### src/merge_config.svh
// --------------------
// Sizes of the bitonic merge network, included by packages and stages
// --------------------
`ifndef MERGE_CONFIG_SVH
`define MERGE_CONFIG_SVH

// Bits per unsigned sort key
`define MERGE_KEY_WIDTH 32

// Keys per group, must be a power of two
`define MERGE_HALF_LANES 8

// One split stage plus log2 of the group size
`define MERGE_STAGES 4

`endif

### src/key_pkg.sv
// --------------------
// Sort key type and compare-and-swap helpers
// --------------------
`include "merge_config.svh"

package key_pkg;

   typedef logic [`MERGE_KEY_WIDTH-1:0] key_t;

   // Unsigned compare, ties keep the first operand
   function automatic key_t key_min(input key_t a, input key_t b);
      return (a > b) ? b : a;
   endfunction

   function automatic key_t key_max(input key_t a, input key_t b);
      return (a > b) ? a : b;
   endfunction

endpackage

### src/network_pkg.sv
// --------------------
// Lane group types and stride helpers for the merge network
// --------------------
`include "merge_config.svh"

package network_pkg;
   import key_pkg::*;

   // Lane 0 holds the smallest key once a group is sorted
   typedef key_t [`MERGE_HALF_LANES-1:0] lanes_t;

   // Switch flag riding along with each beat
   typedef logic beat_flag_t;

   // Lower member of a pair when the stride bit is clear
   function automatic bit is_lower_lane(input int lane, input int stride);
      return (lane & stride) == 0;
   endfunction

   function automatic int partner_lane(input int lane, input int stride);
      return lane + stride;
   endfunction

   function automatic key_t group_max(input lanes_t g);
      key_t m;
      m = g[0];
      for (int i = 1; i < `MERGE_HALF_LANES; i++) begin
         m = key_max(m, g[i]);
      end
      return m;
   endfunction

   function automatic key_t group_min(input lanes_t g);
      key_t m;
      m = g[0];
      for (int i = 1; i < `MERGE_HALF_LANES; i++) begin
         m = key_min(m, g[i]);
      end
      return m;
   endfunction

endpackage

### src/merge_stage_if.sv
// --------------------
// One beat passed between pipeline stages, producer drives through drv
// --------------------
`timescale 1ns/1ns

interface merge_stage_if;
   import network_pkg::*;

   lanes_t     lo;
   lanes_t     hi;
   beat_flag_t flag;
   // High marks a bubble, no new data on lo, hi and flag
   logic       stall;

   modport drv (
      output lo,
      output hi,
      output flag,
      output stall
   );

   modport rcv (
      input lo,
      input hi,
      input flag,
      input stall
   );

endinterface

### src/bitonic_split_stage.sv
// --------------------
// First merge stage, folds two sorted groups into two bitonic halves
// --------------------
`timescale 1ns/1ns
`include "merge_config.svh"

module bitonic_split_stage (
   input  logic                  i_clk,
   input  logic                  i_rst,
   input  logic                  i_stall,
   input  network_pkg::beat_flag_t i_switch_output,
   input  network_pkg::lanes_t   i_elems_lo,
   input  network_pkg::lanes_t   i_elems_hi,
   merge_stage_if.drv            o_beat
);
   import key_pkg::*;
   import network_pkg::*;

   localparam int LANES = `MERGE_HALF_LANES;

   lanes_t     lo_next;
   lanes_t     hi_next;
   lanes_t     lo_q;
   lanes_t     hi_q;
   beat_flag_t flag_q;
   logic       stall_q;

   // Low lane i against high lane LANES-1-i
   always_comb begin
      lo_next = '0;
      hi_next = '0;
      for (int i = 0; i < LANES; i++) begin
         lo_next[i]         = key_min(i_elems_lo[i], i_elems_hi[LANES-1-i]);
         hi_next[LANES-1-i] = key_max(i_elems_lo[i], i_elems_hi[LANES-1-i]);
      end
   end

   // Stall token moves every cycle
   always_ff @(posedge i_clk) begin
      if (i_rst) begin
         stall_q <= 1'b1;
         flag_q  <= 1'b0;
      end else begin
         stall_q <= i_stall;
         if (!i_stall) begin
            flag_q <= i_switch_output;
         end
      end
   end

   always_ff @(posedge i_clk) begin
      if (!i_stall) begin
         lo_q <= lo_next;
         hi_q <= hi_next;
      end
   end

   assign o_beat.lo    = lo_q;
   assign o_beat.hi    = hi_q;
   assign o_beat.flag  = flag_q;
   assign o_beat.stall = stall_q;

   // Whole low group ends up at or below the whole high group
   a_split_order: assert property (
      @(posedge i_clk) disable iff (i_rst)
      !i_stall |=> (group_max(lo_q) <= group_min(hi_q))
   );

endmodule

### src/half_cleaner_stage.sv
// --------------------
// Half-cleaner stage of a given stride, applied to each group separately
// --------------------
`timescale 1ns/1ns
`include "merge_config.svh"

module half_cleaner_stage #(
   parameter int STRIDE = 1
) (
   input  logic       i_clk,
   input  logic       i_rst,
   merge_stage_if.rcv i_beat,
   merge_stage_if.drv o_beat
);
   import key_pkg::*;
   import network_pkg::*;

   localparam int LANES = `MERGE_HALF_LANES;

   lanes_t     lo_q;
   lanes_t     hi_q;
   beat_flag_t flag_q;
   logic       stall_q;

   // Compare each lower lane with the lane STRIDE above it
   function automatic lanes_t clean_group(input lanes_t g);
      lanes_t r;
      int     p;
      r = g;
      for (int i = 0; i < LANES; i++) begin
         if (is_lower_lane(i, STRIDE)) begin
            p    = partner_lane(i, STRIDE);
            r[i] = key_min(g[i], g[p]);
            r[p] = key_max(g[i], g[p]);
         end
      end
      return r;
   endfunction

   // Lower half of each block never above its upper half when the input is bitonic
   function automatic bit halves_ordered(input lanes_t g);
      bit ok;
      ok = 1'b1;
      for (int i = 0; i < LANES; i++) begin
         for (int j = 0; j < LANES; j++) begin
            if (is_lower_lane(i, STRIDE) && !is_lower_lane(j, STRIDE) &&
                (i / (2 * STRIDE)) == (j / (2 * STRIDE))) begin
               ok = ok && (g[i] <= g[j]);
            end
         end
      end
      return ok;
   endfunction

   always_ff @(posedge i_clk) begin
      if (i_rst) begin
         stall_q <= 1'b1;
         flag_q  <= 1'b0;
      end else begin
         stall_q <= i_beat.stall;
         if (!i_beat.stall) begin
            flag_q <= i_beat.flag;
         end
      end
   end

   // Keys held across bubbles
   always_ff @(posedge i_clk) begin
      if (!i_beat.stall) begin
         lo_q <= clean_group(i_beat.lo);
         hi_q <= clean_group(i_beat.hi);
      end
   end

   assign o_beat.lo    = lo_q;
   assign o_beat.hi    = hi_q;
   assign o_beat.flag  = flag_q;
   assign o_beat.stall = stall_q;

   a_halves_ordered: assert property (
      @(posedge i_clk) disable iff (i_rst)
      !i_beat.stall |=> (halves_ordered(lo_q) && halves_ordered(hi_q))
   );

   // Bubble comes out of reset
   a_reset_stall: assert property (
      @(posedge i_clk) i_rst |=> stall_q
   );

endmodule

### src/bitonic_merge_top.sv
// --------------------
// Four stage bitonic merge of two sorted key groups, four cycle latency
// --------------------
`timescale 1ns/1ns

module bitonic_merge_top (
   input  logic                i_clk,
   input  logic                i_rst,
   input  logic                i_stall,
   input  logic                i_switch_output,
   input  network_pkg::lanes_t i_elems_lo,
   input  network_pkg::lanes_t i_elems_hi,
   output network_pkg::lanes_t o_elems_lo,
   output network_pkg::lanes_t o_elems_hi,
   output logic                o_switch_output,
   output logic                o_stall
);

   // One interface after each stage
   merge_stage_if s1_beat ();
   merge_stage_if s2_beat ();
   merge_stage_if s3_beat ();
   merge_stage_if s4_beat ();

   bitonic_split_stage u_split (
      .i_clk           (i_clk),
      .i_rst           (i_rst),
      .i_stall         (i_stall),
      .i_switch_output (i_switch_output),
      .i_elems_lo      (i_elems_lo),
      .i_elems_hi      (i_elems_hi),
      .o_beat          (s1_beat)
   );

   // Strides halve down to neighbour compares
   half_cleaner_stage #(
      .STRIDE (4)
   ) u_clean_4 (
      .i_clk  (i_clk),
      .i_rst  (i_rst),
      .i_beat (s1_beat),
      .o_beat (s2_beat)
   );

   half_cleaner_stage #(
      .STRIDE (2)
   ) u_clean_2 (
      .i_clk  (i_clk),
      .i_rst  (i_rst),
      .i_beat (s2_beat),
      .o_beat (s3_beat)
   );

   half_cleaner_stage #(
      .STRIDE (1)
   ) u_clean_1 (
      .i_clk  (i_clk),
      .i_rst  (i_rst),
      .i_beat (s3_beat),
      .o_beat (s4_beat)
   );

   assign o_elems_lo      = s4_beat.lo;
   assign o_elems_hi      = s4_beat.hi;
   assign o_switch_output = s4_beat.flag;
   assign o_stall         = s4_beat.stall;

endmodule

### config.mk
export PLATFORM = sky130hd
export DESIGN_NAME = bitonic_merge_top
export DESIGN_NICKNAME = d
export VERILOG_FILES = /design/src/key_pkg.sv /design/src/network_pkg.sv /design/src/merge_stage_if.sv /design/src/bitonic_split_stage.sv /design/src/half_cleaner_stage.sv /design/src/bitonic_merge_top.sv
export VERILOG_INCLUDE_DIRS = /design/src /design/src/src
export SDC_FILE = /design/constraint.sdc
export NUM_CORES = 2
export LEC_CHECK = 0
export ABC_CLOCK_PERIOD_IN_PS = 15500
export BUFFER_PORTS_ARGS = -buffer_cell sky130_fd_sc_hd__buf_2
export CAP_MARGIN = 20
export CORE_UTILIZATION = 55
export DETAILED_ROUTE_END_ITERATION = 8
export GPL_ROUTABILITY_DRIVEN = 0
export PLACE_DENSITY_LB_ADDON = 0.15
export SKIP_CTS_REPAIR_TIMING = 1
export SLEW_MARGIN = 15
export SYNTH_ARGS = -nofsm -noshare
export SYNTH_HDL_FRONTEND = slang
export SYNTH_SLANG_ARGS = --single-unit
### constraint.sdc
create_clock -name i_clk -period 15.5 [get_ports i_clk]
set_clock_uncertainty 0.15 [all_clocks]
set_input_delay 0.775 -clock i_clk [delete_from_list [all_inputs] [get_ports i_clk]]
set_output_delay 0.775 -clock i_clk [all_outputs]
set_load 0.02 [all_outputs]
==> flow_summary_export.csv <==
group,metric,value,unit
logic_synthesis,synth-compound-area-share,4.79,%
logic_synthesis,yosys.area_share.adder,11.4,%
worst_setup_path,crit_family,"simple AND/OR/NAND/NOR gates",
grt,grt-ovfl-total,0,
route,drt-initial-drc-count,9435,
logic_synthesis,syn_inst,7931,
floorplan,rows,165,
route,routedWlPerCell,33.6,um
placed_design,portBuffers,1029,
timing,tightest_slew,1220,ps
grt,grt_pass1_wl,539,mm
route,viasPerCell,6.37,
floorplan,coreArea,0.203,mm2
route,vias,76188,
power,powerDensity,128,mW/mm2
placed_design,place_ws,10600,ps
timing,hold_viol_final,0,
clock_tree,clk_pin_slew_worst_paths,60,ps
floorplan,die_w,455,um
timing,tns,0,ps
grt,grt_max_degree,172,
worst_setup_path,critPathMaxFanout,45,
worst_setup_path,worstSetupEndpointType,"register",
outcome,status,"completed",
worst_setup_path,start_kind,"register",
worst_setup_path,crit_slowest_cell,"nor4_1",
logic_synthesis,synth_top_family_by_area,"multiplexers",
clock_tree,clockRootBuffer,"clkbuf_16",
power,clkPwrFrac,32.4,%
route,ant_nets,0,
worst_setup_path,critPathMaxStageDelay,1050,ps
route,drtPass1Iterations,6,
timing,finalCriticalPeriod,4380,ps
power,power_frac_seq,45.9,%
clock_tree,cts_tree,"done",
timing,finalCritPeriodShare,28.2,%
worst_setup_path,crit_buf_inv,2,
logic_synthesis,ys_seq_elements,2056,
route,drc,0,
worst_setup_path,path_cells,"inv_1, ha_1, nand4_1, nor4_1, nand3_1, a2bb2oi_4, buf_4, mux2_2",
worst_setup_path,ff2ff_path_depth,8,
timing,setup_violations,0,
floorplan,ioPinCount,1030,
clock_tree,numCtsBuffers,213,
floorplan,fp.dieArea,0.207,mm2
timing,fin_ws,11120,ps
hold_path,worstHoldPathCells,2,
finish,nNetsFinal,10581,
route,routed_wirelength,402,mm
logic_synthesis,syn_nets,9471,
finish,mostFrequentLayoutCells,"edfxtp_1, mux2_2, buf_2",
power,leakage,51.9,nW
logic_synthesis,synth_cell_types,45,
grt,grt_pass1_vias,71692,
finish,area_growth,13.0,%
floorplan,die_h,455,um
worst_setup_path,worstPathArrival,4830,ps
finish,layout.cells.most_common,"edfxtp_1",
logic_synthesis,seq_area_frac_synth,54.7,%
clock_tree,insertion_delay,890,ps
logic_synthesis,netlist_area,0.113,mm2
power,p_switching,4.81,mW
worst_setup_path,critical_path_class,"register to register",
power,power.internal,11.4,mW
grt,antenna_found_initial,146,
finish,drive_gt1_share,37.0,%
logic_synthesis,postSynthAreaPerCell,14.2,um2
power,p_comb_share,21.7,%
clock_tree,htree_levels,4,
worst_setup_path,required,15950,ps
hold_path,hp-class,"input pin to register",
logic_synthesis,synth_xor_xnor_area_share,0,%
timing,drv_slew,0,
floorplan,start_util,55.5,%
worst_setup_path,cp.depth,8,
timing,fmax,0.228,GHz
power,sw_frac_of_total,29.6,%
timing,rsz0062_at_grt,"false",
clock_tree,cts_sinks,2056,
logic_synthesis,synthMuxAreaShare,20.7,%
grt,grtUsageTotal,38.0,%
flow_run,max-cap-violations,0,
logic_synthesis,yosys_warnings,0,
power,vdd_drop_max,123,uV
clock_tree,ctsLongestPathBuffers,3,
logic_synthesis,synthSimpleGateAreaFrac,3.52,%
timing,slew_headroom,17.8,%
placed_design,place_hpwl,322,mm
[cell usage after synthesis (all sizes together)]
cell type / instances / share of area (%)
or2: 4 / 0.022
a2111oi: 8 / 0.062
a221o: 6 / 0.053
nor4b: 9 / 0.070
a21boi: 50 / 0.33
a211oi: 56 / 0.37
or4: 20 / 0.13
nand2: 139 / 0.46
nor4: 46 / 0.26
and4: 27 / 0.21
mux2i: 4 / 0.036
and3b: 2 / 0.016
nand3: 137 / 0.61
buf: 192 / 1.5
edfxtp: 2048 / 55
o211a: 15 / 0.13
ha: 1024 / 11
nor3: 53 / 0.24
a22oi: 15 / 0.17
nand4: 214 / 1.2
inv: 1032 / 3.4
nor2b: 28 / 0.16
dfxtp: 8 / 0.14
o31a: 2 / 0.016
o21a: 15 / 0.10
mux2: 2048 / 21
o21ai: 117 / 0.52
and2: 2 / 0.011
a21oi: 411 / 1.8
a211o: 4 / 0.031
a2bb2oi: 16 / 0.24
nor2: 34 / 0.11
a21o: 110 / 0.73
o211ai: 27 / 0.18
and3: 8 / 0.044
[state kept, by name (all words and copies together), names as in the netlist]
| signal | count |
|---|---|
| u_clean_4.o_beat.hi | 256 |
| u_split.o_beat.stall | 1 |
| u_clean_4.o_beat.lo | 256 |
| u_clean_4.o_beat.stall | 1 |
| u_clean_2.o_beat.flag | 1 |
| u_clean_4.o_beat.flag | 1 |
| u_clean_2.o_beat.hi | 256 |
| u_clean_1.o_beat.stall | 1 |
| u_clean_1.o_beat.hi | 256 |
| u_split.o_beat.hi | 256 |
| u_clean_1.o_beat.flag | 1 |
| u_clean_2.o_beat.stall | 1 |
| u_clean_2.o_beat.lo | 256 |
| u_split.o_beat.lo | 256 |
| u_clean_1.o_beat.lo | 256 |
| u_split.o_beat.flag | 1 |
[power by group through the flow]
stage	registers (mW)	logic (mW)	clock network [mW]
CTS	7.42	3.44	5.30
finish	7.46	3.52	5.27
global placement	7.53	3.31	0
global route	7.45	3.72	5.49
floorplan	7.26	2.39	0
detailed placement	7.53	3.39	0
[kinds of logic after synthesis]
logic type	after synthesis
adders and majority gates	1024
buffers and inverters	1224
DFF	2056
muxes	2052
AOI/OAI and AO/OA	852
and+or+nand+nor	723
[worst reg2reg max path, stage by stage, from the launching register on]
cell and delay [ps]:
edfxtp_1 410, inv_1 60, ha_1 300, nand4_1 230, nor4_1 1050, nand3_1 270
a2bb2oi_4 570, buf_4 590, mux2_2 460
[through the flow]
stage | area [um2] | util [%] | hold WS [ps] | instances | power [mW]
finish | 127000 | 62.8 | 7.73 | 11968 | 16.3
global route | 127000 | 62.7 | 4.54 | 11938 | 16.7
CTS | 127000 | 62.7 | -51.0 | 11894 | 16.2
detailed placement | 120000 | 59.2 | 353 | 11497 | 10.9
global placement | 120000 | 59.2 | 320 | 11496 | 10.8
floorplan | 113000 | - | 310 | 7931 | 9.65
[final timing paths]
check / to / slack (ps) / startpoint
worst min register to register: u_clean_4.o_beat.flag / 360 / u_clean_4.o_beat.flag
worst min-delay path: u_clean_1.o_beat.flag / 8 / i_rst
worst max-delay path: u_clean_4.o_beat.lo[181] / 11120 / u_split.o_beat.lo[187]
worst max register to register: u_clean_4.o_beat.lo[181] / 11120 / u_split.o_beat.lo[187]
[metal layers]
metal	global-route usage (%)	wire [um]	vias to the layer above	share of wire, %
met4	29.0	36300	86	9.0
met5	0	569	-	0.14
met3	8.88	40500	1175	10
met2	57.9	179000	4506	44
li1	-	-	32288	-
met1	46.9	146000	38133	36
[final cells by class]
cell class / instances / area, um2
Sequential cell: 2056 / 61700
Tap cell: 2672 / 3340
Inverter: 1032 / 3900
Clock inverter: 142 / 1460
Antenna cell: 73 / 183
Timing Repair Buffer: 1087 / 5660
Fill cell: 15267 / 75500
Clock buffer: 255 / 5580
Multi-Input combinational cell: 4651 / 45600
Power figures use the tool's default switching activity.
